File: src/include/port_consts.svh
`ifndef PORT_CONSTS_SVH
`define PORT_CONSTS_SVH

// width of one stream word, header included.
`define PORT_DATA_W       16

// packet buffer between the frontend and the backend.
`define PORT_BUF_DEPTH    64
`define PORT_BUF_AW       6

// shared packet SRAM.
`define PORT_SRAM_DEPTH   512
`define PORT_SRAM_AW      9

// pause goes high once this few buffer slots are left.
// two slots cover the word already on the wire plus one spare.
`define PORT_PAUSE_MARGIN 2

`endif

File: src/hdl/switch_port_pkg.sv
`default_nettype none

`include "port_consts.svh"

package switch_port_pkg;

    typedef logic [`PORT_DATA_W-1:0]  port_word_t;
    typedef logic [8:0]               pkt_len_t;   // payload words, header excluded.
    typedef logic [2:0]               prior_t;
    typedef logic [3:0]               dest_port_t;
    typedef logic [`PORT_SRAM_AW-1:0] sram_addr_t;
    typedef logic [`PORT_BUF_AW:0]    buf_level_t; // one extra bit so a full buffer fits.

    // same bit layout as the header word, so a header casts straight into it.
    typedef struct packed {
        pkt_len_t   length;
        prior_t     prior;
        dest_port_t dest;
    } pkt_info_t;

    typedef struct packed {
        port_word_t word;
        logic       last;
    } buf_word_t;

    typedef struct packed {
        pkt_info_t  info;
        sram_addr_t base;
    } pkt_desc_t;

    typedef enum logic [1:0] {WR_IDLE, WR_HEAD, WR_BODY, WR_WAIT_MATCH} wr_state_t;
    typedef enum logic {XF_IDLE, XF_RUN} xfer_state_t;

endpackage

`default_nettype wire

File: src/hdl/port_pkt_buffer.sv
`default_nettype none

`include "port_consts.svh"

module port_pkt_buffer (
    input  logic                        clk,
    input  logic                        rst_n,

    input  logic                        push,
    input  switch_port_pkg::buf_word_t  push_word,

    input  logic                        pop,
    output switch_port_pkg::buf_word_t  pop_word,
    output logic                        pop_vld,

    output switch_port_pkg::buf_level_t level
);

    import switch_port_pkg::*;

    buf_word_t               mem [`PORT_BUF_DEPTH];
    logic [`PORT_BUF_AW-1:0] wr_ptr;
    logic [`PORT_BUF_AW-1:0] rd_ptr;

    // ~~~~~~~~~~~~~~~~~~~~
    // storage
    // ~~~~~~~~~~~~~~~~~~~~

    // the depth is a power of two, so the pointers wrap on their own.
    always_ff @(posedge clk or negedge rst_n) begin
        if (!rst_n) begin
            wr_ptr <= '0;
            rd_ptr <= '0;
        end else begin
            if (push) begin
                wr_ptr <= wr_ptr + 1'b1;
            end
            if (pop) begin
                rd_ptr <= rd_ptr + 1'b1;
            end
        end
    end

    always_ff @(posedge clk) begin
        if (push) begin
            mem[wr_ptr] <= push_word;
        end
        if (pop) begin
            pop_word <= mem[rd_ptr];   // registered read, one word per cycle.
        end
    end

    // ~~~~~~~~~~~~~~~~~~~~
    // read strobe and fill level
    // ~~~~~~~~~~~~~~~~~~~~

    always_ff @(posedge clk or negedge rst_n) begin
        if (!rst_n) begin
            pop_vld <= 1'b0;
            level   <= '0;
        end else begin
            pop_vld <= pop;
            case ({push, pop})
                2'b10:   level <= level + 7'd1;
                2'b01:   level <= level - 7'd1;
                default: level <= level;   // both or neither leave the count alone.
            endcase
        end
    end

endmodule

`default_nettype wire

File: config.mk
export PLATFORM = sky130hd
export DESIGN_NAME = port_pkt_buffer
export DESIGN_NICKNAME = d
export VERILOG_FILES = /design/src/hdl/switch_port_pkg.sv /design/src/hdl/port_pkt_buffer.sv
export VERILOG_INCLUDE_DIRS = /design/src /design/src/include
export SDC_FILE = /design/constraint.sdc
export NUM_CORES = 1
export LEC_CHECK = 0
export ABC_AREA = 1
export BUFFER_PORTS_ARGS = -buffer_cell sky130_fd_sc_hd__buf_4
export CAP_MARGIN = 30
export CORE_MARGIN = 2
export CORE_UTILIZATION = 60
export CTS_CLUSTER_DIAMETER = 40
export DETAILED_ROUTE_END_ITERATION = 7
export MAX_ROUTING_LAYER = met4
export PLACE_DENSITY = 0.75
export SLEW_MARGIN = 40
export SYNTH_ARGS = -nofsm -noshare
export SYNTH_HDL_FRONTEND = slang
export SYNTH_SLANG_ARGS = --single-unit
File: constraint.sdc
create_clock -name clk -period 8.4 [get_ports clk]
set_input_delay 1.68 -clock clk [delete_from_list [all_inputs] [get_ports clk]]
set_output_delay 1.68 -clock clk [all_outputs]
set_load 0.01 [all_outputs]
**Word level (Yosys, flattened, before mapping)**

Memory sizes are Yosys's and may differ from the RTL's. A register that Yosys moved wholly into a read port is not among the register bits.
Index checks and enable logic that the tools add are counted.

- Register bits after elaboration: 20
- Memory bits (writable): 1088
- Memories kept: 1

Memories:

| name | depth | width | rd ports | clocked after memory_dff | wr ports | RTL line | RTL |
|---|---|---|---|---|---|---|---|
| mem | 64 | 17 | 1 | 1 | 1 | port_pkt_buffer.sv:21 | `` buf_word_t mem [`PORT_BUF_DEPTH]; `` |

- Add/subtract/negate cells: 4
- Equal/unequal tests: 2
- Multiplexer cells: 3
- Reduce and logical (&&, ||, !) cells: 1

Operators with widths:

| kind | count |
|---|---|
| case mux 7 bit (2 select lines) | 1 |
| adder 6 x 1 -> 6 bit, second input constant | 2 |
| adder 7 x 1 -> 7 bit, second input constant | 1 |
| subtractor 7 x 1 -> 7 bit, second input constant | 1 |
| == test 2 x 1 -> 1 bit, second input constant | 1 |
| == test 2 bit, second input constant | 1 |
| two-way mux 1 bit | 2 |
| nonzero test 2 bit | 1 |

**Depth between registers and ports, before layout**

- Word-level depth: 2
- Depth in mapped cells: 16
- Mapped depth without buffers: 14

**Least setup slack after synthesis**

Ideal clock, no wire load.

- Path type: input port to flip-flop
- Start: in push
- End: mem mem[53][0] in the netlist's numbering (enable)
- Arrival time: 3898 ps
- Path slack: 4067 ps
- Cell stages on the path: 5
- Path buffers: 1
- Path through: buf_2 -> inv_1 -> nor3_1 -> inv_1 -> nor4_1

- Word-level cells in the longest chain between the ends: 2

Ends and longest elaborated chain:

| element | RTL line | RTL |
|---|---|---|
| start: declaration | port_pkt_buffer.sv:9 | `input logic push,` |
| two-way mux 1 bit | port_pkt_buffer.sv:45 | `if (push) begin` |
| two-way mux 1 bit (implied by the code) | port_pkt_buffer.sv:46 | `mem[wr_ptr] <= push_word;` |
| end: declaration | port_pkt_buffer.sv:21 |  |

Every way passes these cells.

==> results by group <==
Run status
  • Run status: finished clean

Cells and area
  • Commonest non-fill, non-tap cells in the layout: 1418 x nand2_1, 1105 x edfxtp_1, 934 x nand3_1
  • Sequential cell area: 33700 um^2
  • Count of filler cells inserted in the layout: 5193
  • Synth-to-layout area growth: 11.6%
  • Finished Cell Area: 50900 um^2
  • Final Non-Filler Cells: 4954
  • Nets: 3897
  • Multi-input logic area: 10700 um^2
  • Most common cell after layout, fill and taps aside: nand2_1
  • Layout cell share with drive strength beyond 1: 8.63%
  • Final core occ: 67.3%

Placement
  • Dpl cells: 4724
  • Placed Area: 46800 um^2
  • Gpl congestion: 0.866
  • Port bufs: 45
  • DP HPWL: 59300 um

Clock tree
  • Clock root cell: clkbuf_16
  • CTS Buf Count: 121
  • Clock Sinks: 1125
  • CTS hold repair buffers: 0
  • Post-CTS Setup Repair Bufs: 0
  • H-tree depth: 3
  • Post_cts resized: 0
  • CTS tree: built
  • Skew-Pair Late Insertion Delay: 0.69 ns
  • CTS Buffer Depth: 3
  • Clock-pin slew on the worst setup and hold paths: 0.07 ns

Global routing
  • Vias in the first global route: 28858
  • GRT Overall Usage: 30.5%
  • Largest net degree at the start of global routing: 203
  • Grt total ovfl: 0
  • Initial antenna violation count: 1
  • First-pass GRT wire length: 174000 um

Route
  • Total routed wirelength: 115000 um
  • DR DRC count: 0
  • Vias: 30318
  • Vias per inst: 6.12
  • Router iterations before antenna repair: 6
  • DRT iter0 DRCs: 4128
  • Antenna-violating nets left: 0
  • DR WL/cell: 23.3 um

Synth
  • Seq/Total Area, Yosys: 73.9%
  • Cell area after synthesis: 45600 um^2
  • Yosys top cell area share: 72.8%
  • Top cells by area, synth: edfxtp_1 73%, nand2_1 12%, nand3_1 10%, buf_2 1.3%, dfrtp_1 1.1%
  • Mapped Avg Cell Area: 11.8 um^2
  • YS warnings: 0
  • Synth cell types: 24
  • Register bit total from synthesis: 1125
  • Syn nets: 3889
  • Area leader, netlist: edfxtp_1
  • Syn Inst Count: 3863

Floorplanning
  • Rows: 101
  • Num ports: 46
  • Core area: 75600 um^2
  • Starting Density: 60.3%
  • Die W: 280 um
  • Die outline height: 280 um
  • Die area: 78200 um^2

Setup path
  • Critical Path AT: 4.34 ns
  • WP data required: 8.95 ns
  • Crit Path Class: reg2reg
  • Startpoint types: flip-flop
  • Crit-path max FO: 122
  • Critical Path End Type: flip-flop

STA
  • Endpoints failing setup: 0
  • Final period utilization: 45.1%
  • TNS Setup: 0 ns
  • Worst Clk Skew: 0.0306 ns
  • Final Max Slew Viols: 0
  • RSZ-0062 raised after global routing: no
  • Pin slew with the least headroom to its limit: 0.966 ns
  • Crit path time final: 3.79 ns
  • Final hold vios: 0
  • Slew headroom: 35.6%
  • Peak Freq: 264 MHz

Power
  • Pwr Density: 350 nW/um^2
  • Worst VDD drop: 0.000241 V
  • Final total power: 0.0178 W
  • Leakage power: 18.5 nW

Min path
  • Hold Path Class: reg2reg

Job
  • Max Cap Viol: 0
## power by group
part           total, W  leakage, nW  switching, W  internal, W
logic           0.00576         6.34       0.00423      0.00153
clock network   0.00528         1.95       0.00220      0.00308
registers       0.00675         10.2      0.000267      0.00649
## flip-flops by register name (all words and copies together), names as in the netlist
register,cells
pop_word,17
mem,1088
wr_ptr,6
pop_vld,1
rd_ptr,6
level,7
## final timing paths
check                      cells after the start  slack (ns)                      to                   from
max                                           11        4.61  pop_word[14]$_DFFE_PP_  rd_ptr[0]$_DFFE_PN0P_
min                                            2        0.50    level[6]$_DFFE_PN0P_   level[6]$_DFFE_PN0P_
max in group asynchronous                      1        7.24   rd_ptr[0]$_DFFE_PN0P_                  rst_n
min in group asynchronous                      1        0.88   rd_ptr[1]$_DFFE_PN0P_                  rst_n
min reg2reg                                    2        0.50    level[6]$_DFFE_PN0P_   level[6]$_DFFE_PN0P_
max reg2reg                                   11        4.61  pop_word[14]$_DFFE_PP_  rd_ptr[0]$_DFFE_PN0P_
## cell type report
cell class	count	share of cell area (%)
flip-flops and latches	1125	66.3
diodes	1	0.00492
repair buffers	125	2.17
inverters	31	0.278
clock buffers	138	6.10
clock inverters	89	1.79
multi-input cells	2467	21.0
well taps	978	2.41
## cell families after synthesis
logic type	after synthesis	synth area share (%)
adder cells (fa/ha/maj)	5	0.137
AND/OR/NAND/NOR	2438	22.7
buffers and inverters	271	2.85
XOR/XNOR	13	0.250
AO/OA/AOI/OAI	11	0.124
flip-flops	1125	73.9
## per-layer routing
layer	vias to the layer above	part of all wire, %	global-route usage [%]
met5	-	0	-
met4	0	3.3	10.0
met3	295	11	5.85
met2	1792	47	47.0
met1	14656	38	41.6
li1	13575	-	-
## synth_stat cells
| master | n |
|---|---|
| buf_4 | 15 |
| clkinv_1 | 3 |
| nand2_1 | 1418 |
| clkbuf_1 | 52 |
| nand4_1 | 2 |
| nor2_1 | 71 |
| xnor2_1 | 4 |
| o22ai_1 | 1 |
| buf_2 | 116 |
| edfxtp_1 | 1105 |
| buf_6 | 9 |
| ha_1 | 5 |
| o21ai_0 | 7 |
| dfrtp_1 | 20 |
| inv_2 | 1 |
| buf_1 | 47 |
| nand3b_1 | 2 |
| nor4_1 | 2 |
| a21oi_1 | 3 |
| xor2_1 | 9 |
| buf_8 | 1 |
| nand3_1 | 934 |
| inv_1 | 27 |
| nor3_1 | 9 |
## metrics by stage
stage,setup WS [ns],hold WS (ns)
after global routing,4.40,0.553
after global placement,4.49,0.537
after floorplan,4.07,0.520
final,4.61,0.501
after detailed placement,4.62,0.491
after CTS,4.67,0.510
## critical path, stage by stage (launching register included)
cell and delay [ns]:
dfrtp_4 0.78, buf_4 0.72, buf_12 0.47, buf_16 0.47, nand2_1 0.16, nand3_1 0.15
nand3_1 0.09, nand2_1 0.13, nand2_1 0.08, nand3_1 0.10, nand3_1 0.23, nand2_1 0.16
No activity file was read; power rests on OpenSTA's default activity.
