## config.mk

```make
export PLATFORM = sky130hd
export DESIGN_NAME = port_wr_frontend
export DESIGN_NICKNAME = d
export VERILOG_FILES = /design/src/hdl/switch_port_pkg.sv /design/src/hdl/port_wr_frontend.sv
export VERILOG_INCLUDE_DIRS = /design/src /design/src/include
export SDC_FILE = /design/constraint.sdc
export NUM_CORES = 1
export LEC_CHECK = 0
export BUFFER_PORTS_ARGS = -buffer_cell sky130_fd_sc_hd__buf_4
export CORE_MARGIN = 4
export CORE_UTILIZATION = 40
export DETAILED_ROUTE_END_ITERATION = 10
export PLACE_DENSITY = 0.73
export SETUP_SLACK_MARGIN = 0.1
export SLEW_MARGIN = 20
export SYNTH_ARGS = -nofsm -noshare
export SYNTH_HDL_FRONTEND = slang
export SYNTH_SLANG_ARGS = --single-unit
```

## constraint.sdc

```tcl
create_clock -name clk -period 2.7 [get_ports clk]
set_clock_uncertainty 0.15 [all_clocks]
set_input_delay 0.54 -clock clk [delete_from_list [all_inputs] [get_ports clk]]
set_output_delay 0.54 -clock clk [all_outputs]
set_load 0.03 [all_outputs]
```

## src/include/port_consts.svh

```systemverilog
`ifndef PORT_CONSTS_SVH
`define PORT_CONSTS_SVH

// width of one stream word, header included.
`define PORT_DATA_W       16

// packet buffer between the frontend and the backend.
`define PORT_BUF_DEPTH    64
`define PORT_BUF_AW       6

// shared packet SRAM.
`define PORT_SRAM_DEPTH   512
`define PORT_SRAM_AW      9

// pause goes high once this few buffer slots are left.
// two slots cover the word already on the wire plus one spare.
`define PORT_PAUSE_MARGIN 2

`endif

```

## src/hdl/switch_port_pkg.sv

```systemverilog
`default_nettype none

`include "port_consts.svh"

package switch_port_pkg;

    typedef logic [`PORT_DATA_W-1:0]  port_word_t;
    typedef logic [8:0]               pkt_len_t;   // payload words, header excluded.
    typedef logic [2:0]               prior_t;
    typedef logic [3:0]               dest_port_t;
    typedef logic [`PORT_SRAM_AW-1:0] sram_addr_t;
    typedef logic [`PORT_BUF_AW:0]    buf_level_t; // one extra bit so a full buffer fits.

    // same bit layout as the header word, so a header casts straight into it.
    typedef struct packed {
        pkt_len_t   length;
        prior_t     prior;
        dest_port_t dest;
    } pkt_info_t;

    typedef struct packed {
        port_word_t word;
        logic       last;
    } buf_word_t;

    typedef struct packed {
        pkt_info_t  info;
        sram_addr_t base;
    } pkt_desc_t;

    typedef enum logic [1:0] {WR_IDLE, WR_HEAD, WR_BODY, WR_WAIT_MATCH} wr_state_t;
    typedef enum logic {XF_IDLE, XF_RUN} xfer_state_t;

endpackage

`default_nettype wire

```

## src/hdl/port_wr_frontend.sv

```systemverilog
`default_nettype none

`include "port_consts.svh"

module port_wr_frontend (
    input  logic                        clk,
    input  logic                        rst_n,

    input  logic                        wr_sop,
    input  logic                        wr_vld,
    input  switch_port_pkg::port_word_t wr_data,
    input  logic                        wr_eop,
    output logic                        pause,

    output logic                        push,
    output switch_port_pkg::buf_word_t  push_word,
    input  switch_port_pkg::buf_level_t level,

    output logic                        match_enable,
    output switch_port_pkg::pkt_info_t  new_info,
    input  logic                        match_end
);

    import switch_port_pkg::*;

    wr_state_t wr_state;
    pkt_len_t  pay_cnt;         // payload words taken for the current packet.
    logic      hdr_take;        // header word accepted this cycle.
    logic      last_word;
    logic      buf_near_full;
    logic      hold_for_match;

    // ~~~~~~~~~~~~~~~~~~~~
    // word tagging and pause
    // ~~~~~~~~~~~~~~~~~~~~

    assign hdr_take = (wr_state == WR_HEAD) && wr_vld;

    // the header length closes the packet, and wr_eop closes it as well if it comes early.
    assign last_word = (wr_state == WR_BODY) &&
                       (wr_eop || (pkt_len_t'(pay_cnt + 9'd1) == new_info.length));

    assign push      = wr_vld && ((wr_state == WR_HEAD) || (wr_state == WR_BODY));
    assign push_word = '{word: wr_data, last: last_word};

    assign buf_near_full = level >= buf_level_t'(`PORT_BUF_DEPTH - `PORT_PAUSE_MARGIN);

    // a new packet may not post its header while the previous request is still open.
    assign hold_for_match = match_enable &&
                            ((wr_state == WR_WAIT_MATCH) || ((wr_state == WR_IDLE) && wr_sop));

    assign pause = buf_near_full || hold_for_match;

    // ~~~~~~~~~~~~~~~~~~~~
    // packet FSM
    // ~~~~~~~~~~~~~~~~~~~~

    always_ff @(posedge clk or negedge rst_n) begin
        if (!rst_n) begin
            wr_state <= WR_IDLE;
        end else begin
            case (wr_state)
                WR_IDLE: begin
                    if (wr_sop) begin
                        wr_state <= match_enable ? WR_WAIT_MATCH : WR_HEAD;
                    end
                end
                WR_WAIT_MATCH: begin
                    if (!match_enable) begin
                        wr_state <= WR_HEAD;   // pause has already dropped here.
                    end
                end
                WR_HEAD: begin
                    if (wr_vld) begin
                        wr_state <= WR_BODY;
                    end
                end
                WR_BODY: begin
                    if (wr_vld && last_word) begin
                        wr_state <= WR_IDLE;
                    end
                end
                default: wr_state <= WR_IDLE;
            endcase
        end
    end

    always_ff @(posedge clk or negedge rst_n) begin
        if (!rst_n) begin
            pay_cnt <= '0;
        end else if (wr_state == WR_HEAD) begin
            pay_cnt <= '0;
        end else if ((wr_state == WR_BODY) && wr_vld) begin
            pay_cnt <= pay_cnt + 9'd1;
        end
    end

    // ~~~~~~~~~~~~~~~~~~~~
    // request to the matcher
    // ~~~~~~~~~~~~~~~~~~~~

    // new_info stays put until the next header, so the matcher sees it for the whole request.
    always_ff @(posedge clk) begin
        if (hdr_take) begin
            new_info <= pkt_info_t'(wr_data);
        end
    end

    always_ff @(posedge clk or negedge rst_n) begin
        if (!rst_n) begin
            match_enable <= 1'b0;
        end else if (hdr_take) begin
            match_enable <= 1'b1;
        end else if (match_end) begin
            match_enable <= 1'b0;              // drops the cycle after the grant.
        end
    end

endmodule

`default_nettype wire

```

# [Word-level counts from Yosys, hierarchy flattened]
# Index checks and enable logic that the tools add are counted.
[totals] ff_bits=28 out_inout_bits=36 word_cells=41
[op_classes] add_sub_neg=1 magnitude_cmp=1 n_eq_ne=8 mux=10 n_reduce_logical=15
[op_table] op="two-way mux 9 bit" n=2
[op_table] op="two-way mux 2 bit" n=5
[op_table] op="adder 9 x 1 -> 9 bit, second input constant" n=1
[op_table] op="== test 9 bit" n=1
[op_table] op="one-hot mux 2 bit (4 select lines)" n=1
[op_table] op=">= comparator 7 x 6 -> 1 bit, second input constant" n=1
[op_table] op="logical AND 1 bit" n=7
[op_table] op="inequality test 2 bit, second input constant" n=3
[op_table] op="== test 2 bit, second input constant" n=2
[op_table] op="logical OR 1 bit" n=4
[op_table] op="AND reduction 4 bit" n=1
[op_table] op="nonzero test 2 bit" n=2
[op_table] op="== test 2 x 1 -> 1 bit, second input constant" n=1
[op_table] op="zero test 2 bit" n=1
[op_table] op="two-way mux 1 bit" n=2
[op_table] op="inequality test 2 x 1 -> 1 bit, second input constant" n=1

# [Longest topological paths before layout]
[logic_depth] word_depth=7 mapped_depth=9 ltp_nobuf=7

# [Worst setup path after synthesis]
# OpenSTA, ideal clock, no wires.
[synth_path] kind="flip-flop to output port" startpoint="register pay_cnt[1]" endpoint="output port push_word[0] (netlist bit)" t_arrival_ns=1.892 required_ns=2.010 slack_ns=0.118 path_stages_with_launch=10 n_path_buf=2 cell_sequence="dfrtp_1 > ha_1 > buf_6 > nor2b_1 > or3_1 > a311oi_1 > o31ai_1 > nor2_1 > o21a_1 > buf_4"
[synth_between] elab_chain_cells=4
[synth_lines] item="start: declaration" line="port_wr_frontend.sv:27" rtl="pkt_len_t pay_cnt;"
[synth_lines] item="start signal: assignment" line="port_wr_frontend.sv:94" rtl="pay_cnt <= pay_cnt + 9'd1;"
[synth_lines] item="adder 9 x 1 -> 9 bit" line="port_wr_frontend.sv:41" rtl="(wr_eop || (pkt_len_t'(pay_cnt + 9'd1) == new_info.length));"
[synth_lines] item="== test 9 bit" line="port_wr_frontend.sv:41"
[synth_lines] item="logical OR 1 bit" line="port_wr_frontend.sv:41"
[synth_lines] item="logical AND 1 bit" line="port_wr_frontend.sv:40" rtl="assign last_word = (wr_state == WR_BODY) &&"
[synth_lines] item="end: declaration" line="port_wr_frontend.sv:16" rtl="output switch_port_pkg::buf_word_t push_word,"
# No other way between the ends.

==> impl_metrics.ini <==
[setup_path]
worstSetupStartpoint = pay_cnt[1]
timing.critical_path.required_ns = 2.01
crit_path_cell_trace = ha_4 > and2b_1 > or3_1 > a311oi_2 > o31ai_2 > nor2_1 > o21a_1 > buf_6
critical_path.max_stage_delay_ns = 0.42
cpLargestDelayFamily = simple AND/OR/NAND/NOR gates
worst_setup_path_start_kind = flop
cp.arrival_ns = 2.21
critPathCaptureType = output port
rr_worst_depth = 8
critical_path_depth = 8
critical_path.reg2reg.startpoint = pay_cnt[1]
timing_worst_setup_path_type = reg2out
buf_inv_stages_crit_path = 1
worst_path_max_delay_cell = sky130_fd_sc_hd__dfrtp_1
top_fanout_value_on_the_critical_path = 6

[pwr]
power.share.clock_pct = 14.6
p_sw_share_pct = 38.8
switchingPower_w = 0.000596
pwr-share-seq_pct = 39.3
power.ir.vdd_worst_mv = 0.412
power.internal_w = 0.000941
share_comb_of_total_power_pct = 46.0
p_leak_nw = 0.975
power_per_cell_area_nw_per_um2 = 698

[timing]
timing.final.setup_violations = 1
worst_pin_slew_ns = 0.429
final.period_utilization_pct = 108
period_needed_ns = 2.90
worst_slew_margin_rel_pct = 71.4
final.hold.worst_slack_ns = 0.299
totalNegativeSetupSlack_ns = -0.203
slew_viol_final = 0
final_hold_viol_count = 0
clock.fmax_mhz = 344
timing.final.ws_setup_ns = -0.203
grt_setup_unrepaired = yes

[floorplanning]
floorplan.die.width_um = 72.5
fp.dieH_um = 72.5
design.portCount = 65
fp.coreArea_um2 = 4000
start_util_pct = 41.6
core_rows = 23
die_area_um2 = 5260

[clock_tree]
cts-root-buf = sky130_fd_sc_hd__clkbuf_8
clock_insertion_delay_worst_skew_ns = 0.27
clkTransAtPathRegs_ns = 0.09
cts.path.max_buffers = 2
cts_htree_levels = 1
tritoncts = yes
inserted_clock_buffers = 3
clock-sinks = 28

[hold_path]
holdPathStages = 1
min-delay-start = wr_data[11]
timing.hold.worst.class = in2reg

[drt]
drt_first_pass_iters = 4
wirelength_um = 3600
post_drt_wl_per_cell_um = 13.9
vias = 1298
detail_route.vias_per_cell = 5.01
drc = 0
detail_route.iter0.violations = 103
drt.antenna.violating_nets = 0

[yosys]
synthTopCellsByArea = sky130_fd_sc_hd__edfxtp_1 29%, sky130_fd_sc_hd__dfrtp_1 18%, sky130_fd_sc_hd__buf_4 8.1%
post_synth_instance_area_um2 = 1670
parity_gate_share_of_the_synthesized_area_counting_xor_and_xnor_cells_pct = 7.89
synth-async-reset-ratio_pct = 42.9
synth_mux_area_share_pct = 1.80
number_of_enable_flip_flop_cells_after_synthesis = 16
ys.warnings.count = 0
post_synth_inst_count = 155
synth-compound-area-share_pct = 11.1
synth_seq_area_share_pct = 46.9
synth-main-ff-cell = sky130_fd_sc_hd__edfxtp_1
postSynthNetCount = 190
synth_top_family_by_area = simple AND/OR/NAND/NOR gates
average_cell_area_after_synthesis_um2 = 10.7
synthAdderAreaFrac_pct = 4.51
synth_seq_cells = 28
synth_area_leader_cell = sky130_fd_sc_hd__edfxtp_1
distinct_cell_type_count_of_the_synthesized_netlist = 42
synthSimpleGateAreaFrac_pct = 15.4
synth_top_area_share_pct = 28.9

[grt]
grt_overflow_total = 0
number_of_antenna_violations_at_the_first_check_in_global_routing = 0
grt_pass1_wl_um = 5830
grt.total_usage_pct = 13.7
largest_net_degree_at_the_start_of_global_routing = 16
grt_pass1_vias = 1361

[placement]
io_buffers = 63
routabilityCongestion = 0.791
post-dp-hpwl_um = 2710

[status]
outcome = finished, violations left
failed_checks = negative setup slack

[layout]
final_common_cell = sky130_fd_sc_hd__buf_4
final_nets = 245
layout.filler_cells = 369
leading_cell_types_in_the_layout_fill_and_taps_excluded = 69 x sky130_fd_sc_hd__buf_4, 16 x sky130_fd_sc_hd__edfxtp_1, 14 x sky130_fd_sc_hd__nand2_1, 12 x sky130_fd_sc_hd__dfrtp_1, 10 x sky130_fd_sc_hd__nor2_1
multiInputGateArea_um2 = 732
seqCellArea_um2 = 781
layout_overhead_on_the_synthesized_area_pct = 32.2
antennaDiodeCount = 0
drive_gt1_share_pct = 41.6

[flow_run]
max-cap-violations = 0
-- cell usage after synthesis, types with 2 or more instances --
library cell               count
sky130_fd_sc_hd__buf_4        18
sky130_fd_sc_hd__edfxtp_1     16
sky130_fd_sc_hd__o21ai_0       5
sky130_fd_sc_hd__o31ai_1       2
sky130_fd_sc_hd__nand2_1      15
sky130_fd_sc_hd__or4_1         2
sky130_fd_sc_hd__or3_1         2
sky130_fd_sc_hd__nand3_1       4
sky130_fd_sc_hd__ha_1          6
sky130_fd_sc_hd__mux2i_1       3
sky130_fd_sc_hd__dfrtp_1      12
sky130_fd_sc_hd__inv_1         6
sky130_fd_sc_hd__o211ai_1      3
sky130_fd_sc_hd__and4b_1       2
sky130_fd_sc_hd__xnor2_1       6
sky130_fd_sc_hd__nor2_1       10
sky130_fd_sc_hd__a21o_1        2
sky130_fd_sc_hd__buf_6         2
sky130_fd_sc_hd__xor2_1        9
sky130_fd_sc_hd__a21oi_1       7
sky130_fd_sc_hd__and2_1        2
-- power by group through the flow --
| stage | clock network, W | registers (W) | logic [W] |
|---|---|---|---|
| floorplan | 0 | 0.000697 | 0.000379 |
| global placement | 0 | 0.000606 | 0.000678 |
| detailed placement | 0 | 0.000610 | 0.000690 |
| CTS | 0.000237 | 0.000605 | 0.000712 |
| global route | 0.000250 | 0.000617 | 0.000774 |
| finish | 0.000225 | 0.000604 | 0.000708 |
-- final timing paths --
| kind | end | slack, ns |
|---|---|---|
| hold / removal | new_info[11] | 0.30 |
| max in group asynchronous | pay_cnt[3] | 1.75 |
| min in group asynchronous | pay_cnt[1] | 0.48 |
| setup reg to reg | wr_state[0] | 0.23 |
| hold reg to reg | match_enable | 0.43 |
| setup / recovery | push_word[0] | -0.20 |
-- registers in the layout, indices dropped and copies added, names as in the netlist --
signal and flops:
pay_cnt 9, new_info 16, match_enable 1, wr_state 2
-- per-stage QoR --
step	utilization (%)	setup slack (ns)	total power, W	area, µm²	cells
floorplan	-	0.118	0.00108	1670	155
detailed placement	51.5	-0.0753	0.00130	2060	250
CTS	54.2	-0.214	0.00155	2170	258
global placement	51.5	0.0570	0.00128	2060	250
finish	55.1	-0.203	0.00154	2200	259
global route	55.1	-0.334	0.00164	2200	259
-- repair_timing --
action                                  CTS  global route
resized for setup                         6             5
pin swaps                                 5             5
setup buffers                             3             2
endpoints found under the hold margin    12             0
endpoints found under the setup margin    1             1
hold buffers                              1             0
-- layout make-up --
type | count | area share (%)
Sequential cell | 28 | 35.5
Multi-Input combinational cell | 99 | 33.2
Timing Repair Buffer | 72 | 25.4
Tap cell | 50 | 2.84
Clock buffer | 3 | 1.88
Inverter | 6 | 1.02
Clock inverter | 1 | 0.170
-- per-layer routing --
layer	global-route usage (%)	routed length (µm)
met5	0	0
met4	1.84	0
met3	3.46	231
met2	25.9	1960
met1	15.7	1410
-- cell families (layout without fill, tap and decap cells) --
family | after synthesis | in the layout
multiplexers | 3 | 3
AND/OR/NAND/NOR | 48 | 48
AO/OA/AOI/OAI | 27 | 27
adder cells (fa/ha/maj) | 6 | 6
XOR/XNOR | 15 | 15
buffers and inverters | 28 | 82
flip-flops | 28 | 28
-- worst reg2reg max path: stages, from the launching register on --
cell	delay (ns)
sky130_fd_sc_hd__dfrtp_1	0.42
sky130_fd_sc_hd__ha_4	0.19
sky130_fd_sc_hd__and2b_1	0.20
sky130_fd_sc_hd__or3_1	0.32
sky130_fd_sc_hd__a311oi_2	0.29
sky130_fd_sc_hd__o31ai_2	0.13
sky130_fd_sc_hd__buf_4	0.15
sky130_fd_sc_hd__o31ai_2	0.31
sky130_fd_sc_hd__mux2i_1	0.23
Note: power is estimated with default switching activity, not from simulation.
