--- src/include/port_consts.svh ---
`ifndef PORT_CONSTS_SVH
`define PORT_CONSTS_SVH

// width of one stream word, header included.
`define PORT_DATA_W       16

// packet buffer between the frontend and the backend.
`define PORT_BUF_DEPTH    64
`define PORT_BUF_AW       6

// shared packet SRAM.
`define PORT_SRAM_DEPTH   512
`define PORT_SRAM_AW      9

// pause goes high once this few buffer slots are left.
// two slots cover the word already on the wire plus one spare.
`define PORT_PAUSE_MARGIN 2

`endif

--- src/hdl/switch_port_pkg.sv ---
`default_nettype none

`include "port_consts.svh"

package switch_port_pkg;

    typedef logic [`PORT_DATA_W-1:0]  port_word_t;
    typedef logic [8:0]               pkt_len_t;   // payload words, header excluded.
    typedef logic [2:0]               prior_t;
    typedef logic [3:0]               dest_port_t;
    typedef logic [`PORT_SRAM_AW-1:0] sram_addr_t;
    typedef logic [`PORT_BUF_AW:0]    buf_level_t; // one extra bit so a full buffer fits.

    // same bit layout as the header word, so a header casts straight into it.
    typedef struct packed {
        pkt_len_t   length;
        prior_t     prior;
        dest_port_t dest;
    } pkt_info_t;

    typedef struct packed {
        port_word_t word;
        logic       last;
    } buf_word_t;

    typedef struct packed {
        pkt_info_t  info;
        sram_addr_t base;
    } pkt_desc_t;

    typedef enum logic [1:0] {WR_IDLE, WR_HEAD, WR_BODY, WR_WAIT_MATCH} wr_state_t;
    typedef enum logic {XF_IDLE, XF_RUN} xfer_state_t;

endpackage

`default_nettype wire

--- src/hdl/port_sram_matcher.sv ---
`default_nettype none

`include "port_consts.svh"

module port_sram_matcher (
    input  logic                        clk,
    input  logic                        rst_n,

    input  logic                        match_enable,
    input  switch_port_pkg::pkt_info_t  new_info,
    output logic                        match_end,
    output switch_port_pkg::sram_addr_t grant_base,

    input  logic                        rel_vld,
    input  switch_port_pkg::pkt_len_t   rel_len
);

    import switch_port_pkg::*;

    logic [`PORT_SRAM_AW:0] free_words;   // one extra bit to hold the full depth.
    logic [`PORT_SRAM_AW:0] need;
    logic [`PORT_SRAM_AW:0] rel_words;
    sram_addr_t             next_base;
    logic                   granted;      // this request has had its match_end.
    logic                   grant;

    // a packet takes its payload plus the header word.
    assign need      = {1'b0, new_info.length} + 10'd1;
    assign rel_words = rel_vld ? ({1'b0, rel_len} + 10'd1) : '0;

    assign grant = match_enable && !granted && (free_words >= need);

    always_ff @(posedge clk or negedge rst_n) begin
        if (!rst_n) begin
            free_words <= (`PORT_SRAM_AW + 1)'(`PORT_SRAM_DEPTH);
            next_base  <= '0;
            granted    <= 1'b0;
            match_end  <= 1'b0;
        end else begin
            match_end <= grant;
            if (grant) begin
                // wraps at the SRAM depth, which is a power of two.
                next_base  <= next_base + need[`PORT_SRAM_AW-1:0];
                free_words <= free_words + rel_words - need;
            end else begin
                free_words <= free_words + rel_words;
            end
            if (grant) begin
                granted <= 1'b1;
            end else if (!match_enable) begin
                granted <= 1'b0;
            end
        end
    end

    always_ff @(posedge clk) begin
        if (grant) begin
            grant_base <= next_base;
        end
    end

endmodule

`default_nettype wire

--- config.mk ---
export PLATFORM = sky130hd
export DESIGN_NAME = port_sram_matcher
export DESIGN_NICKNAME = d
export VERILOG_FILES = /design/src/hdl/switch_port_pkg.sv /design/src/hdl/port_sram_matcher.sv
export VERILOG_INCLUDE_DIRS = /design/src /design/src/include
export SDC_FILE = /design/constraint.sdc
export NUM_CORES = 1
export LEC_CHECK = 0
export ABC_CLOCK_PERIOD_IN_PS = 3700
export BUFFER_PORTS_ARGS = -buffer_cell sky130_fd_sc_hd__buf_2
export CORE_MARGIN = 2
export CORE_UTILIZATION = 30
export DETAILED_ROUTE_END_ITERATION = 10
export PLACE_DENSITY = 0.55
export SYNTH_ARGS = -nofsm -noshare
export SYNTH_HDL_FRONTEND = slang
export SYNTH_SLANG_ARGS = --single-unit
--- constraint.sdc ---
create_clock -name clk -period 3.7 [get_ports clk]
set_input_delay 0.555 -clock clk [delete_from_list [all_inputs] [get_ports clk]]
set_output_delay 0.555 -clock clk [all_outputs]
set_load 0.02 [all_outputs]
==> Word-level counts from Yosys, hierarchy flattened <==
Index checks and enable logic that the tools add are counted.
{ "word_totals": {"reg_bits": 30, "inputBits": 29, "output_inout_bits": 10, "wordCells": 19} }
{ "op_classes": {"n_addsub": 5, "order_cmp": 1, "eq_ne": 1, "muxes": 4, "n_reduce_logical": 3} }
{ "op_table": {"columns": ["op", "count"], "rows": [
  ["adder 9 x 1 -> 10 bit (second input constant)", 2],
  ["two-way mux 10 bit", 2],
  ["adder 10 bit", 1],
  ["greater-or-equal comparator 10 bit", 1],
  ["subtractor 10 bit", 1],
  ["adder 9 bit", 1],
  ["logical AND 1 bit", 2],
  ["two-way mux 1 bit", 2],
  ["!= test 2 x 1 -> 1 bit (second input constant)", 1],
  ["logical NOT 1 bit", 1]
]} }

==> Longest topological paths before layout <==
{ "depth": {"word_depth": 5, "mapped_depth": 16, "ltp_nobuf": 16} }

==> Least setup slack after synthesis <==
No wires, ideal clock.
{ "synth_timing": {"kind": "input port to flip-flop", "start": "in rel_len[0]", "end": "reg free_words[9]", "setup_ns": 0.075, "arrival_time_ns": 3.395, "required_time_ns": 3.625, "setup_slack_ns": 0.229, "path_stages": 15, "path_buffers": 0, "cell_sequence": "ha_1 > xor2_1 > and2_1 > ha_1 > nor2b_1 > o21ai_1 > a21oi_1 > nor2_1 > xnor2_1 > ha_1 > or4_4 > o22ai_2 > nor2_2 > a2111oi_2 > xnor2_1"} }
{ "synth_between": {"elab_chain_cells": 5} }
{ "synth_lines": {"columns": ["element", "line", "rtl"], "rows": [
  ["from (decl)", "port_sram_matcher.sv:15", "input switch_port_pkg::pkt_len_t rel_len"],
  ["adder 9 x 1 -> 10 bit (*)", "port_sram_matcher.sv:29", "assign rel_words = rel_vld ? ({1'b0, rel_len} + 10'd1) : '0;"],
  ["two-way mux 10 bit (*)", "port_sram_matcher.sv:29", null],
  ["adder 10 bit (*)", "port_sram_matcher.sv:44, port_sram_matcher.sv:46", null],
  ["subtractor 10 bit", "port_sram_matcher.sv:44", "free_words <= free_words + rel_words - need;"],
  ["two-way mux 10 bit (*)", "port_sram_matcher.sv:41", "if (grant) begin"],
  ["to (signal assigned)", "port_sram_matcher.sv:35", "free_words <= (`PORT_SRAM_AW + 1)'(`PORT_SRAM_DEPTH);"],
  ["to (signal assigned)", "port_sram_matcher.sv:44", null],
  ["to (signal assigned)", "port_sram_matcher.sv:46", "free_words <= free_words + rel_words;"],
  ["to (decl)", "port_sram_matcher.sv:20", "logic [`PORT_SRAM_AW:0] free_words;"]
]} }
Every way passes the cells marked *; elsewhere a longest branch is shown, timed or not.
A chain may end at the register's enable or synchronous reset.

==> Worst setup path after layout <==
{ "layout_timing": {"start": "in rel_len[2]", "end": "reg free_words[8]"} }
The elaborated chain is that of the path after synthesis.

==> impl_summary.md <==
Outcome
The run finished with clean final reports.

Detailed routing
The detailed-route DRC error count is 0. The routed length per placed instance is between 10 and 15 um. In this run, the number of DRC markers left after iteration 0 of detailed routing was 92. The remaining number of nets flagged by the antenna check after routing is 0.

The pre-antenna-repair detailed-routing pass consisted of 4 iterations. The via count is 2038. Using the TritonRoute via totals, the vias-per-cell ratio works out to roughly 4.7. Wires add up to 5298 um.

Die
The floorplan step defined a core boundary enclosing ~8600 um^2. The die covers ~9600 um^2. The horizontal die dimension is between 90 and 100 um. For this configuration, the core starts out at a cell density of 30.63%.

The y dimension of the die is roughly 98 um. 39 I/O pins were placed. The site row count is 34.

Logic synthesis
Each instance of the synthesized netlist takes up on average around 9.6 um^2. Counting flops with an async set or reset pin after synthesis yields a share of ~70%. The number of synthesized register bits is 30. The warning count from the yosys run is 0.

The cell count after synthesis came out at between 200 and 300. Of all cell types, the one taking the most synthesized area is sky130_fd_sc_hd__dfrtp_1. Ranked by total cell area, the synthesized netlist is headed by sky130_fd_sc_hd__dfrtp_1 19%, sky130_fd_sc_hd__ha_1 18%, sky130_fd_sc_hd__edfxtp_1 10%, sky130_fd_sc_hd__xnor2_1 8.3%, sky130_fd_sc_hd__xor2_1 3.6%. The top cell type by area accounts for between 10% and 20% of the synthesized area. The distinct cell type count of the synthesized netlist is 46. The mapped cell area is 2645 um^2. Counting every net in the synthesized netlist gives 346.

The number of enable flip-flop cells after synthesis is 9. The sequential area share after synthesis is a little under a third. Among all flip-flop cells after synthesis, the most frequent one is sky130_fd_sc_hd__dfrtp_1.

Power and ir drop
Combinational cells account for between 60% and 70% of the total power. The total power per unit cell area is about 830 nW/um^2. In this run the power spent charging and discharging nets is 1091 uW.

The worst-case IR drop observed on VDD is 0.2237 mV. Of the total power, registers draw 24.4%. The clock network accounts for 9.6% of the total power.

The internal portion of the total power is 1470 uW. Summed over all cells, the static leakage comes to between 0.001 and 0.0015 uW. In this run switching power makes up between 40% and 50% of total power.

Setup path
STA classifies the critical path startpoint as an input pin. The signal on the critical path passes through buf_2, nand3_1, or3_1, a21boi_0, ha_1, o21ai_0, a21boi_0, o22ai_1, xnor2_1, ha_1, or3_2, o211ai_1, xnor2_1, mux2_1. The peak per-stage delay on the critical path is about 0.48 ns. The arrival time of data at the critical path endpoint is roughly 3.5 ns. STA puts the critical path data required time at about 3.9 ns. Of all nets on the critical path, the largest fanout is 5. STA classifies the critical path endpoint as a flip-flop.

The slowest stage cell on the critical path is sky130_fd_sc_hd__or3_2. The critical path is of the in2reg type.

Timing
On the final layout, the worst clock skew is roughly 0.0033 ns. Setup repair after global routing left no endpoint under its margin. Derived from the worst setup path, the maximum achievable clock frequency is around 300 MHz.

The minimum clock period is 3.380 ns. Across all hold checks on the routed design, the worst slack comes to between 0.2 and 0.25 ns. Dividing the final minimum period by the clock period gives 91.36%. Setup violations remaining at the end of the flow were counted as 0.

The final count of pins violating max slew came to 0. At the pin with the least slew margin, the transition time is around 0.50 ns. The smallest setup slack after layout is about 0.32 ns. The hold violation count in the final report was 0. The relative slew slack is around two thirds.

Global route
The total grt overflow is 0. The via count of the first global-routing pass was around 2k. The number of antenna violations at the first check in global routing was 0.

The first global-routing pass estimated ~9000 um of wire. The total routing resource utilization after global routing is between 10% and 20%. Entering global routing, the biggest net connects 22 pins.

Clocking
CTS saw 30 sinks. The H-tree was split into 2 levels. The number of buffers inserted during clock tree synthesis is 5. The clock passes through at most 2 buffers. After clock tree synthesis, the clock-pin slew on the worst setup and hold paths is 0.06 ns. For the worst-skew pair, the clock arrives at the later sink with an insertion delay of ~0.27 ns. After clock tree synthesis, the setup repair step added 0 buffers. The CTS tree is done. In this run the clock root is driven by a sky130_fd_sc_hd__clkbuf_8.

Final layout
The sequential cells in the finished layout cover a total of ~800 um^2. Relative to the synthesized area, the layout overhead comes to 16.98%. The area of the multi-input gates is 1775 um^2.

The count of nets after finishing is between 300 and 400. The number of antenna diodes is 0. After filler insertion, the fill cell instance count of the layout stands at around 900.

In the final layout, the share of cells above drive strength 1 is 19.20%.

Min path
The class of the tightest hold or removal check is in2async.

Placed design
The routability-driven placement congestion ratio is slightly below 0.8. The HPWL after detailed placement is approximately 4400 um. At the placement stage, the worst setup path has a slack of -0.03082 ns. The total of buffers placed on input and output ports is 31.

Flow run
Across the run, the number of max-cap violations was 0.
## through the flow
step                      cells  util [%]  total power [uW]  TNS (ns)  instance area [um^2]
after CTS                   431     35.69              2585         0                  3082
after global routing        431     35.83              2835         0                  3094
final                       431     35.83              2562         0                  3094
after global placement      423     34.74              2274         0                  3000
after floorplan             276         -              1920         0                  2645
after detailed placement    423     34.74              2316  -0.03704                  3000
## path summary, 6_finish.rpt
| path | startpoint | endpoint | slack, ns | cells after the start |
|---|---|---|---|---|
| worst min register to register | next_base[8] | next_base[8] | 0.46 | 1 |
| min in group clk | next_base[8] | next_base[8] | 0.46 | 1 |
| worst max-delay path | rel_len[2] | free_words[8] | 0.32 | 14 |
| worst max register to register | free_words[0] | free_words[9] | 0.58 | 14 |
| max in group asynchronous | rst_n | free_words[9] | 3.10 | 1 |
| worst min-delay path | rst_n | next_base[2] | 0.24 | 1 |
## placed cells by master, fill, tap and decap left out, types with 2 or more instances in the layout
| master | n |
|---|---|
| sky130_fd_sc_hd__a211oi_1 | 5 |
| sky130_fd_sc_hd__a21boi_0 | 3 |
| sky130_fd_sc_hd__a21o_1 | 7 |
| sky130_fd_sc_hd__a21oi_1 | 7 |
| sky130_fd_sc_hd__and2_1 | 6 |
| sky130_fd_sc_hd__and3_1 | 2 |
| sky130_fd_sc_hd__and4_1 | 2 |
| sky130_fd_sc_hd__buf_2 | 31 |
| sky130_fd_sc_hd__buf_4 | 10 |
| sky130_fd_sc_hd__clkbuf_8 | 5 |
| sky130_fd_sc_hd__dfrtp_1 | 20 |
| sky130_fd_sc_hd__edfxtp_1 | 9 |
| sky130_fd_sc_hd__fa_1 | 3 |
| sky130_fd_sc_hd__ha_1 | 38 |
| sky130_fd_sc_hd__inv_1 | 19 |
| sky130_fd_sc_hd__mux2_1 | 3 |
| sky130_fd_sc_hd__mux2_2 | 4 |
| sky130_fd_sc_hd__nand2_1 | 16 |
| sky130_fd_sc_hd__nand2b_1 | 2 |
| sky130_fd_sc_hd__nand3_1 | 12 |
| sky130_fd_sc_hd__nand4_1 | 3 |
| sky130_fd_sc_hd__nor2_1 | 21 |
| sky130_fd_sc_hd__nor2b_1 | 6 |
| sky130_fd_sc_hd__nor3_1 | 5 |
| sky130_fd_sc_hd__o211ai_1 | 2 |
| sky130_fd_sc_hd__o21a_1 | 3 |
| sky130_fd_sc_hd__o21ai_0 | 17 |
| sky130_fd_sc_hd__o31a_1 | 2 |
| sky130_fd_sc_hd__o41ai_1 | 3 |
| sky130_fd_sc_hd__or3_2 | 2 |
| sky130_fd_sc_hd__xnor2_1 | 25 |
| sky130_fd_sc_hd__xor2_1 | 11 |
## power by group through the flow
| stage | clock network (uW) | registers [uW] | logic [uW] |
|---|---|---|---|
| final | 246 | 624 | 1690 |
| after floorplan | 0 | 640 | 1280 |
| after CTS | 262 | 628 | 1690 |
| after detailed placement | 0 | 635 | 1680 |
| after global routing | 276 | 641 | 1920 |
| after global placement | 0 | 630 | 1640 |
## worst max-delay path, delay by kind of cell
family	cells	cell delay, ns
simple gates	3	0.96
compound gates	5	0.86
fa+ha+maj	2	0.53
mux	1	0.29
xor+xnor	2	0.24
buf+inv	1	0.11
## registers in the layout (all words and copies together) (netlist names)
name / count
free_words: 10
grant_base: 9
next_base: 9
match_end: 1
granted: 1
## per-layer routing
metal / track usage, % / share of wire, % / vias up
met5: 0 / 0 / -
met4: 2.564 / 0.68 / 0
met3: 3.078 / 2.6 / 4
met2: 20.44 / 49 / 18
met1: 14.06 / 47 / 935
li1: - / - / 1081
## area by class of cell
cell class | count | share of cell area (%)
clock buffers | 6 | 2.345
multi-input cells | 224 | 57.38
inverters | 20 | 2.426
well taps | 108 | 4.367
flip-flops and latches | 30 | 25.76
repair buffers | 41 | 7.440
clock inverters | 2 | 0.2831
## timing repair
item                                    in CTS  in global routing
hold buffers                                 0                  0
resized for setup                            0                  1
hold endpoints to repair                     0                  0
endpoints found under the setup margin       0                  1
## cells in the mapped netlist (3+ instances only)
master and number:
sky130_fd_sc_hd__nand2_1 16, sky130_fd_sc_hd__o21a_1 3, sky130_fd_sc_hd__xor2_1 11, sky130_fd_sc_hd__mux2_1 3, sky130_fd_sc_hd__o21ai_0 17, sky130_fd_sc_hd__mux2_2 4
sky130_fd_sc_hd__dfrtp_1 20, sky130_fd_sc_hd__and2_1 6, sky130_fd_sc_hd__nand4_1 3, sky130_fd_sc_hd__nor2_1 21, sky130_fd_sc_hd__edfxtp_1 9, sky130_fd_sc_hd__a21o_1 7
sky130_fd_sc_hd__inv_1 19, sky130_fd_sc_hd__a211oi_1 5, sky130_fd_sc_hd__o41ai_1 3, sky130_fd_sc_hd__ha_1 38, sky130_fd_sc_hd__xnor2_1 25, sky130_fd_sc_hd__a21oi_1 7
sky130_fd_sc_hd__nand3_1 12, sky130_fd_sc_hd__a21boi_0 3, sky130_fd_sc_hd__nor3_1 5, sky130_fd_sc_hd__nor2b_1 6, sky130_fd_sc_hd__fa_1 3
## logic make-up after synthesis
family,share of synthesized area [%]
AND/OR/NAND/NOR,16.08
AO/OA/AOI/OAI,15.04
buffers and inverters,3.217
flip-flops,30.13
adder cells (fa/ha/maj),20.25
multiplexers,3.358
XOR/XNOR,11.92
Note: power is estimated with default switching activity, not from simulation.
